$ cat src/cache_pkg.sv
/* cache package
   geometry, request codes and vector types for the two-way blocking cache */

package cache_pkg;

  // --------------------
  // geometry
  // --------------------

  localparam int ADDR_BITS = 32;          // byte address width
  localparam int DATA_BITS = 32;          // one word per line
  localparam int NUM_SETS  = 8;
  localparam int NUM_WAYS  = 2;

  localparam int INDEX_LSB = 2;           // word aligned, bits [1:0] unused
  localparam int TAG_LSB   = 5;           // tag sits above the 3 index bits

  localparam int INDEX_BITS = TAG_LSB - INDEX_LSB;
  localparam int TAG_BITS   = ADDR_BITS - TAG_LSB;

  // --------------------
  // vector types
  // --------------------

  typedef logic [ADDR_BITS-1:0]  addr_t;
  typedef logic [DATA_BITS-1:0]  data_t;
  typedef logic [TAG_BITS-1:0]   tag_t;
  typedef logic [INDEX_BITS-1:0] index_t;
  typedef logic [1:0]            req_type_t;
  typedef logic                  way_t;   // 0 or 1

  // --------------------
  // request codes
  // --------------------

  localparam req_type_t REQ_READ  = 2'd0;
  localparam req_type_t REQ_WRITE = 2'd1;
  localparam req_type_t REQ_INIT  = 2'd2;  // install word, no memory traffic

endpackage

$ cat src/cache_ctrl.sv
/* blocking cache controller
   FSM for tag check, eviction, refill, data access and the processor response */

`timescale 1ns/1ps

module cache_ctrl (
  input  logic                 clk,
  input  logic                 reset,
  input  logic                 proc_req,
  input  cache_pkg::req_type_t req_type,
  input  logic                 hit,
  input  cache_pkg::way_t      hit_way,
  input  cache_pkg::way_t      victim_way,
  input  logic                 victim_dirty,
  input  logic                 mem_ack,
  output logic                 capture,
  output logic                 tag_we,
  output logic                 valid_set,
  output logic                 dirty_we,
  output logic                 dirty_val,
  output logic                 lru_we,
  output cache_pkg::way_t      access_way,
  output cache_pkg::way_t      data_way,
  output logic                 data_we,
  output logic                 use_mem,
  output logic                 mem_req,
  output logic                 mem_we,
  output logic                 mem_sel_victim,
  output logic                 resp_load,
  output logic                 resp_hit,
  output logic                 ack_set,
  output logic                 ack_clear
);

  typedef enum logic [3:0] {
    s_idle, s_tag_check, s_data_access, s_evict_req, s_evict_release,
    s_refill_req, s_refill_release, s_refill_update, s_respond, s_release
  } state_t;

  state_t state;
  state_t state_next;
  logic   is_init;
  logic   is_write;
  logic   hit_q;          // tag-check hit kept for the response

  assign is_init  = (req_type == cache_pkg::REQ_INIT);
  assign is_write = (req_type == cache_pkg::REQ_WRITE);

  // --------------------
  // state register
  // --------------------

  always_ff @(posedge clk) begin
    if (reset) begin
      state <= s_idle;
      hit_q <= 1'b0;
    end else begin
      state <= state_next;
      if (state == s_tag_check) begin
        hit_q <= hit && !is_init;   // init and misses report 0
      end
    end
  end

  assign resp_hit = hit_q;

  // --------------------
  // transitions
  // --------------------

  always_comb begin
    state_next = state;
    case (state)
      s_idle:           if (proc_req) state_next = s_tag_check;
      s_tag_check: begin
        if (is_init || hit) state_next = s_data_access;
        else if (victim_dirty) state_next = s_evict_req;
        else state_next = s_refill_req;
      end
      s_evict_req:      if (mem_ack) state_next = s_evict_release;
      s_evict_release:  if (!mem_ack) state_next = s_refill_req;
      s_refill_req:     if (mem_ack) state_next = s_refill_release;
      s_refill_release: if (!mem_ack) state_next = s_refill_update;
      s_refill_update:  state_next = s_data_access;   // line now hits
      s_data_access:    state_next = s_respond;
      s_respond:        if (!proc_req) state_next = s_release;   // hold while req is high
      s_release:        state_next = s_idle;
      default:          state_next = s_idle;
    endcase
  end

  // --------------------
  // control outputs
  // --------------------

  always_comb begin
    capture        = 1'b0;
    tag_we         = 1'b0;
    valid_set      = 1'b0;
    dirty_we       = 1'b0;
    dirty_val      = 1'b0;
    lru_we         = 1'b0;
    access_way     = hit_way;
    data_way       = hit_way;
    data_we        = 1'b0;
    use_mem        = 1'b0;
    mem_req        = 1'b0;
    mem_we         = 1'b0;
    mem_sel_victim = 1'b0;
    resp_load      = 1'b0;
    ack_set        = 1'b0;
    ack_clear      = 1'b0;
    case (state)
      s_idle:       capture = proc_req;
      s_evict_req: begin
        mem_req        = 1'b1;
        mem_we         = 1'b1;
        mem_sel_victim = 1'b1;        // victim tag forms the address
        data_way       = victim_way;  // victim word drives mem_wdata
      end
      s_refill_req: begin
        mem_req  = 1'b1;
        data_way = victim_way;
        data_we  = mem_ack;           // mem_rdata is only valid while ack is high
        use_mem  = 1'b1;
      end
      s_refill_update: begin
        access_way = victim_way;
        tag_we     = 1'b1;
        valid_set  = 1'b1;
        dirty_we   = 1'b1;            // refilled line starts clean
      end
      s_data_access: begin
        lru_we = 1'b1;
        if (is_init) begin
          access_way = victim_way;    // init installs over the victim
          data_way   = victim_way;
          data_we    = 1'b1;
          tag_we     = 1'b1;
          valid_set  = 1'b1;
          dirty_we   = 1'b1;
        end else if (is_write) begin
          data_we   = 1'b1;
          dirty_we  = 1'b1;
          dirty_val = 1'b1;
        end
      end
      s_respond: begin
        resp_load = 1'b1;             // stored word after any write
        ack_set   = 1'b1;
      end
      s_release:    ack_clear = 1'b1;
      default: ;
    endcase
  end

endmodule

$ cat src/cache_data_array.sv
/* data array
   two ways of word storage, combinational read, write of request or memory word */

`timescale 1ns/1ps

module cache_data_array (
  input  logic              clk,
  input  cache_pkg::index_t req_index,
  input  cache_pkg::way_t   way,         // selects both read and write way
  input  logic              we,
  input  logic              use_mem,     // 1 on refill
  input  cache_pkg::data_t  req_wdata,
  input  cache_pkg::data_t  mem_rdata,
  output cache_pkg::data_t  rdata
);

  cache_pkg::data_t words [cache_pkg::NUM_WAYS][cache_pkg::NUM_SETS];
  cache_pkg::data_t wdata;

  // refill takes the memory word, write and init take the request word
  assign wdata = use_mem ? mem_rdata : req_wdata;

  always_ff @(posedge clk) begin
    if (we) begin
      words[way][req_index] <= wdata;
    end
  end

  // --------------------
  // read port
  // --------------------

  // feeds both the response register and mem_wdata on eviction
  assign rdata = words[way][req_index];

endmodule

$ cat src/cache_req_decode.sv
/* request decode
   holds the processor request for the whole transaction and splits the address */

`timescale 1ns/1ps

module cache_req_decode (
  input  logic                 clk,
  input  logic                 reset,
  input  logic                 capture,     // strobe from the FSM in idle
  input  cache_pkg::req_type_t proc_type,
  input  cache_pkg::addr_t     proc_addr,
  input  cache_pkg::data_t     proc_wdata,
  output cache_pkg::req_type_t req_type,
  output cache_pkg::tag_t      req_tag,
  output cache_pkg::index_t    req_index,
  output cache_pkg::data_t     req_wdata
);

  // request type steers the FSM, so it comes out of reset as a read
  always_ff @(posedge clk) begin
    if (reset) begin
      req_type <= cache_pkg::REQ_READ;
    end else if (capture) begin
      req_type <= proc_type;
    end
  end

  // address fields and write word
  always_ff @(posedge clk) begin
    if (capture) begin
      req_tag   <= proc_addr[cache_pkg::ADDR_BITS-1:cache_pkg::TAG_LSB];
      req_index <= proc_addr[cache_pkg::TAG_LSB-1:cache_pkg::INDEX_LSB];
      req_wdata <= proc_wdata;
    end
  end

  // proc_addr[1:0] is the byte offset and is dropped here
  // the stored fields stay put after the processor lowers req,
  // until the next capture in idle

endmodule

$ cat src/cache_resp_result.sv
/* response result
   response word and hit registers, plus the processor-side ack flop */

`timescale 1ns/1ps

module cache_resp_result (
  input  logic             clk,
  input  logic             reset,
  input  logic             resp_load,
  input  logic             resp_hit,
  input  cache_pkg::data_t rdata,
  input  logic             ack_set,     // respond state
  input  logic             ack_clear,   // release state
  output cache_pkg::data_t proc_rdata,
  output logic             proc_hit,
  output logic             proc_ack
);

  // --------------------
  // response registers
  // --------------------

  always_ff @(posedge clk) begin
    if (resp_load) begin
      proc_rdata <= rdata;   // read word, or the word just stored
    end
  end

  always_ff @(posedge clk) begin
    if (reset) begin
      proc_hit <= 1'b0;
    end else if (resp_load) begin
      proc_hit <= resp_hit;
    end
  end

  // --------------------
  // four-phase ack
  // --------------------

  // rises with the response load, falls one cycle after req drops
  always_ff @(posedge clk) begin
    if (reset) begin
      proc_ack <= 1'b0;
    end else if (ack_set) begin
      proc_ack <= 1'b1;
    end else if (ack_clear) begin
      proc_ack <= 1'b0;
    end
  end

endmodule

$ cat src/cache_tag_check.sv
/* tag check
   per-way tags with valid and dirty bits, one replacement bit per set,
   combinational hit and victim selection for the stored index */

`timescale 1ns/1ps

module cache_tag_check (
  input  logic               clk,
  input  logic               reset,
  input  cache_pkg::tag_t    req_tag,
  input  cache_pkg::index_t  req_index,
  input  logic               tag_we,       // write req_tag into access_way
  input  logic               valid_set,    // mark access_way valid
  input  logic               dirty_we,
  input  logic               dirty_val,
  input  logic               lru_we,       // access_way was just used
  input  cache_pkg::way_t    access_way,
  output logic               hit,
  output cache_pkg::way_t    hit_way,
  output cache_pkg::way_t    victim_way,
  output logic               victim_dirty,
  output cache_pkg::tag_t    victim_tag
);

  // --------------------
  // storage
  // --------------------

  cache_pkg::tag_t tags [cache_pkg::NUM_WAYS][cache_pkg::NUM_SETS];

  logic [cache_pkg::NUM_WAYS-1:0][cache_pkg::NUM_SETS-1:0] valid;
  logic [cache_pkg::NUM_WAYS-1:0][cache_pkg::NUM_SETS-1:0] dirty;
  logic [cache_pkg::NUM_SETS-1:0]                          lru;   // names the victim way

  logic [cache_pkg::NUM_WAYS-1:0] way_match;

  // tag arrays
  always_ff @(posedge clk) begin
    if (tag_we) begin
      tags[access_way][req_index] <= req_tag;
    end
  end

  // state bits, all lines invalid and way 0 as victim after reset
  always_ff @(posedge clk) begin
    if (reset) begin
      valid <= '0;
      dirty <= '0;
      lru   <= '0;
    end else begin
      if (valid_set) begin
        valid[access_way][req_index] <= 1'b1;
      end
      if (dirty_we) begin
        dirty[access_way][req_index] <= dirty_val;
      end
      if (lru_we) begin
        lru[req_index] <= ~access_way;   // the other way goes next
      end
    end
  end

  // --------------------
  // hit and victim
  // --------------------

  always_comb begin
    for (int w = 0; w < cache_pkg::NUM_WAYS; w++) begin
      way_match[w] = valid[w][req_index] && (tags[w][req_index] == req_tag);
    end
  end

  assign hit     = |way_match;
  assign hit_way = ~way_match[0] & way_match[1];   // way 0 wins, 0 on a miss

  assign victim_way   = lru[req_index];
  assign victim_dirty = valid[victim_way][req_index] && dirty[victim_way][req_index];
  assign victim_tag   = tags[victim_way][req_index];   // eviction address

endmodule

$ cat src/cache_top.sv
/* cache top
   two-way blocking cache with four-phase processor and memory handshakes */

`timescale 1ns/1ps

module cache_top (
  input  logic                 clk,
  input  logic                 reset,
  input  logic                 proc_req,
  input  cache_pkg::req_type_t proc_type,
  input  cache_pkg::addr_t     proc_addr,
  input  cache_pkg::data_t     proc_wdata,
  output cache_pkg::data_t     proc_rdata,
  output logic                 proc_hit,
  output logic                 proc_ack,
  output logic                 mem_req,
  output logic                 mem_we,
  output cache_pkg::addr_t     mem_addr,
  output cache_pkg::data_t     mem_wdata,
  input  cache_pkg::data_t     mem_rdata,
  input  logic                 mem_ack
);

  cache_pkg::req_type_t req_type;
  cache_pkg::tag_t      req_tag;
  cache_pkg::index_t    req_index;
  cache_pkg::data_t     req_wdata;
  cache_pkg::tag_t      victim_tag;
  cache_pkg::tag_t      mem_tag;
  cache_pkg::data_t     rdata;
  cache_pkg::way_t      hit_way, victim_way, access_way, data_way;
  logic capture, hit, victim_dirty;
  logic tag_we, valid_set, dirty_we, dirty_val, lru_we;
  logic data_we, use_mem, mem_sel_victim;
  logic resp_load, resp_hit, ack_set, ack_clear;

  // --------------------
  // decode
  // --------------------

  cache_req_decode i_req_decode (
    .clk, .reset, .capture, .proc_type, .proc_addr, .proc_wdata,
    .req_type, .req_tag, .req_index, .req_wdata
  );

  // --------------------
  // execute
  // --------------------

  cache_tag_check i_tag_check (
    .clk, .reset, .req_tag, .req_index, .tag_we, .valid_set, .dirty_we,
    .dirty_val, .lru_we, .access_way, .hit, .hit_way, .victim_way,
    .victim_dirty, .victim_tag
  );

  cache_ctrl i_ctrl (
    .clk, .reset, .proc_req, .req_type, .hit, .hit_way, .victim_way,
    .victim_dirty, .mem_ack, .capture, .tag_we, .valid_set, .dirty_we,
    .dirty_val, .lru_we, .access_way, .data_way, .data_we, .use_mem,
    .mem_req, .mem_we, .mem_sel_victim, .resp_load, .resp_hit, .ack_set, .ack_clear
  );

  cache_data_array i_data_array (
    .clk, .req_index, .way(data_way), .we(data_we), .use_mem,
    .req_wdata, .mem_rdata, .rdata
  );

  // memory address, eviction uses the stored tag of the victim line
  assign mem_tag   = mem_sel_victim ? victim_tag : req_tag;
  assign mem_addr  = {mem_tag, req_index, {cache_pkg::INDEX_LSB{1'b0}}};
  assign mem_wdata = rdata;

  // --------------------
  // result
  // --------------------

  cache_resp_result i_resp_result (
    .clk, .reset, .resp_load, .resp_hit, .rdata, .ack_set, .ack_clear,
    .proc_rdata, .proc_hit, .proc_ack
  );

endmodule

$ cat config.mk
export PLATFORM = sky130hd
export DESIGN_NAME = cache_top
export DESIGN_NICKNAME = d
export VERILOG_FILES = /design/src/cache_pkg.sv /design/src/cache_ctrl.sv /design/src/cache_data_array.sv /design/src/cache_req_decode.sv /design/src/cache_resp_result.sv /design/src/cache_tag_check.sv /design/src/cache_top.sv
export SDC_FILE = /design/constraint.sdc
export NUM_CORES = 1
export LEC_CHECK = 0
export BUFFER_PORTS_ARGS = -buffer_cell sky130_fd_sc_hd__buf_2
export CAP_MARGIN = 20
export CORE_ASPECT_RATIO = 2
export CORE_MARGIN = 8
export CORE_UTILIZATION = 46
export DETAILED_ROUTE_END_ITERATION = 8
export PLACE_DENSITY_LB_ADDON = 0.12
export SYNTH_ARGS = -nofsm -noshare
export SYNTH_HDL_FRONTEND = slang
export SYNTH_SLANG_ARGS = --single-unit
$ cat constraint.sdc
create_clock -name clk -period 7.9 [get_ports clk]
set_clock_uncertainty 0.1 [all_clocks]
set_input_delay 0.395 -clock clk [delete_from_list [all_inputs] [get_ports clk]]
set_output_delay 0.395 -clock clk [all_outputs]
set_load 0.02 [all_outputs]
==> results.md <==
* Sw Ratio at 29.1%
* DR vias/cell at 5.88
* Grt met1 use at 30.1%
* Multi-input gate area in the final layout at 13000 µm²
* Ys Warns at 0
* Synthesized area at 45800 µm²
* Worst-margin pin slew at 1.17 ns
* Grt total ovfl at 0
* Largest area contributor in the netlist: edfxtp_1
* Area grow syn2layout at 14.3%
* Global placement routability congestion at 0.854
* PortBufs at 197
* Most frequent cells after synthesis: edfxtp_1, mux2i_1, nand2_1
* Maximum Capacitance Violations at 0
* Post-synth EDFFs at 1038
* Drt total wl at 124000 µm
* Post-detail-place hpwl at 69800 µm
* Worst EP arrival at 6.67 ns
* Net Sw Power at 4.31 mW
* Clock slew at reported path FFs at 0.06 ns
* Drc violations at 0
* Ports at 202
* Std-Cell Rows at 164
* Share of the yosys chip area belonging to registers at 70.2%
* Netlist cell types at 71
* Fin Setup TNS at 0 ns
* Initial antenna violation count at 1
* Worst r2r path cells at 13
* R2r setup slk at 1.02 ns
* Gr usage total at 22.1%
* Met2 Usage GRT at 36.0%
* CTS tree: yes
* Core ar. at 99300 µm²
* Top_reg_cell synth: edfxtp_1
* Hold Path End: i_req_decode.req_type[1]
* Vias in the first global route at 27700
* Top cells by area in the synthesized netlist: edfxtp_1, mux2i_1, mux4_2
* GR peak layer: met2
* Unrepaired setup endpoints after global routing: no
* Cell count after placement at 4419
* Inserted Clock Buffers at 97
* Pin count of the biggest net entering global routing at 96
* Critical path launch point: i_req_decode.req_index[1]
* 1st-iter DRT viols at 2321
* CP Capture Type: primary output
* Worst reg2reg startpoint: i_req_decode.req_index[1]
* Tmin final at 7.16 ns
* Root Buffer: clkbuf_16
* Syn_area_per_cell at 15.3 µm²
* Peak supply drop at 0.364 mV
* Post-synth top area share at 68.0%
* Hold WC Path Type: primary input to register
* Reg power frac at 48.3%
* Starting Density at 46.1%
* Startpoint Class: register
* Leakage power at 17.7 nW
* CP Max Fanout at 36
* Nets at 3360
* Vias at 27400
* Non-Filler Instances at 4667
* First-pass GRT wire length at 181000 µm
* Register area at 32200 µm²
* Internal at 10.5 mW
* Asr flop ratio synth at 0%
* Clock share of power at 31.8%
* Max H-tree Level at 3
* Worst hold start: proc_req
* Tcrit/Tclk final at 90.7%
* DIE AREA at 111000 µm²
* CP Class: register to primary output
* Fmax at 0.140 GHz
* Final hold violation count at 0
* Hold depth at 4
* Max Root-Sink Buffers at 3
* Chip height at 462 µm
* Share of layout cells above drive strength 1 at 19.5%
* Drt first pass iters at 6
* Final ANT Viol Nets at 0
* Clock Latency Late Sink at 0.69 ns
* Status: finished, final reports clean
* Routed length per placed instance at 26.6 µm
* Fill count at 8178
* Slew Limit Headroom at 21.5%
* Count leader, synth: edfxtp_1
* Synthesis-stage register bit count at 1087
* Die W at 239 µm
* CP Data Required Time at 7.40 ns
* Mapped Cells at 2994
* Max-slew violations at 0
* Comb pwr share at 19.9%
* Clk sink count at 1087
* End of the worst register-to-register path: i_data_array.words[0][249]
* Final Setup Violations at 0
* Cell Pwr Density at 283 nW/µm²
* GR Layer Usage met3 at 3.79%
## metal layers
metal / share of wire [%] / routed length (µm)
met1: 42 / 52700
met2: 48 / 59300
met3: 7.0 / 8660
met4: 2.9 / 3580
met5: 0 / 0
## power groups by stage
stage          sequential [mW]  combinational, mW  clock, mW
2_1_floorplan             7.18               1.87          0
3_3_place_gp              7.27               2.89          0
3_5_place_dp              7.28               2.92          0
4_1_cts                   7.16               2.96       4.82
5_1_grt                   7.19               3.16       5.02
6_report                  7.16               2.95       4.71
## stage by stage
step / setup WS, ns / power, mW / hold slack (ns) / util (%) / area, µm²
2_1_floorplan: 2.48 / 9.05 / 0.332 / - / 45800
3_3_place_gp: 0.999 / 10.2 / 0.359 / 48.9 / 48600
3_5_place_dp: 0.976 / 10.2 / 0.363 / 48.9 / 48600
4_1_cts: 0.641 / 14.9 / 0.0627 / 52.7 / 52400
5_1_grt: 0.433 / 15.4 / 0.109 / 52.7 / 52400
6_report: 0.737 / 14.8 / 0.118 / 52.8 / 52400
## critical path: stages, from the launching register on
cell and delay [ns]:
edfxtp_1 0.72, buf_4 0.39, buf_4 0.21, mux4_2 0.50
mux2i_1 0.30, xnor2_1 0.22, nor3_1 0.49, nand3_1 0.28
or4_1 0.72, a31oi_4 0.22, buf_4 0.60, mux2_2 0.29
o211ai_1 0.08, or4_1 0.68, buf_2 0.23
## flip-flops by register name, indices dropped and copies added, names as in the netlist, 2 cells and up
register                  flops
i_req_decode.req_index        3
i_req_decode.req_type         2
i_resp_result.proc_rdata     32
i_tag_check.lru               8
i_tag_check.tags            432
i_tag_check.valid            16
i_tag_check.dirty            16
i_req_decode.req_wdata       32
i_ctrl.state                  4
i_data_array.words          512
i_req_decode.req_tag         27
## final cells by class
type	count	area share (%)
inverters	17	0.127
clock buffers	130	5.15
flip-flops and latches	1087	61.4
well taps	1328	3.17
multi-input cells	1711	24.9
diodes	3	0.0143
repair buffers	342	4.49
clock inverters	49	0.814
## kinds of logic after synthesis
logic type      synth area share (%)
flops                           70.2
simple gates                    6.56
mux                             13.5
compound gates                  6.93
buf+inv                         2.06
xor+xnor                       0.764
fa+ha+maj                     0.0546
other cells                  0.00818
## placed cells by master (no fill, tap or decap), types with 13 or more instances in the layout
| cell type | n |
|---|---|
| a21oi_1 | 132 |
| nor2_1 | 121 |
| o22ai_1 | 107 |
| nand3_1 | 27 |
| nand2_1 | 291 |
| clkbuf_16 | 101 |
| or4_1 | 32 |
| buf_4 | 70 |
| inv_1 | 13 |
| a22oi_1 | 80 |
| xnor2_1 | 37 |
| nor2_4 | 35 |
| nor3_1 | 29 |
| o21ai_0 | 45 |
| mux2i_1 | 335 |
| edfxtp_1 | 1038 |
| buf_2 | 197 |
| dfxtp_1 | 49 |
| clkbuf_1 | 21 |
| clkinv_2 | 20 |
| mux2_2 | 106 |
| mux4_2 | 69 |
| dlygate4sd3_1 | 66 |
| a211oi_1 | 21 |
| clkinv_1 | 17 |
| nor4_1 | 49 |
| o211ai_1 | 30 |
## worst max path at each step
stage / endpoint / slack, ns
CTS: mem_wdata[31] / 0.64
finish: mem_wdata[31] / 0.74
global route: mem_wdata[24] / 0.43
detailed placement: i_data_array.words[0][242] / 0.98
global placement: i_data_array.words[0][242] / 1.0
floorplan: i_data_array.words[0][0] / 2.48
## repair_timing
action | CTS | global route
endpoints found under the hold margin | 66 | 0
setup buffers | 0 | 0
hold buffers | 66 | 0
resized for setup | 0 | 0
No activity file was read; power rests on OpenSTA's default activity.
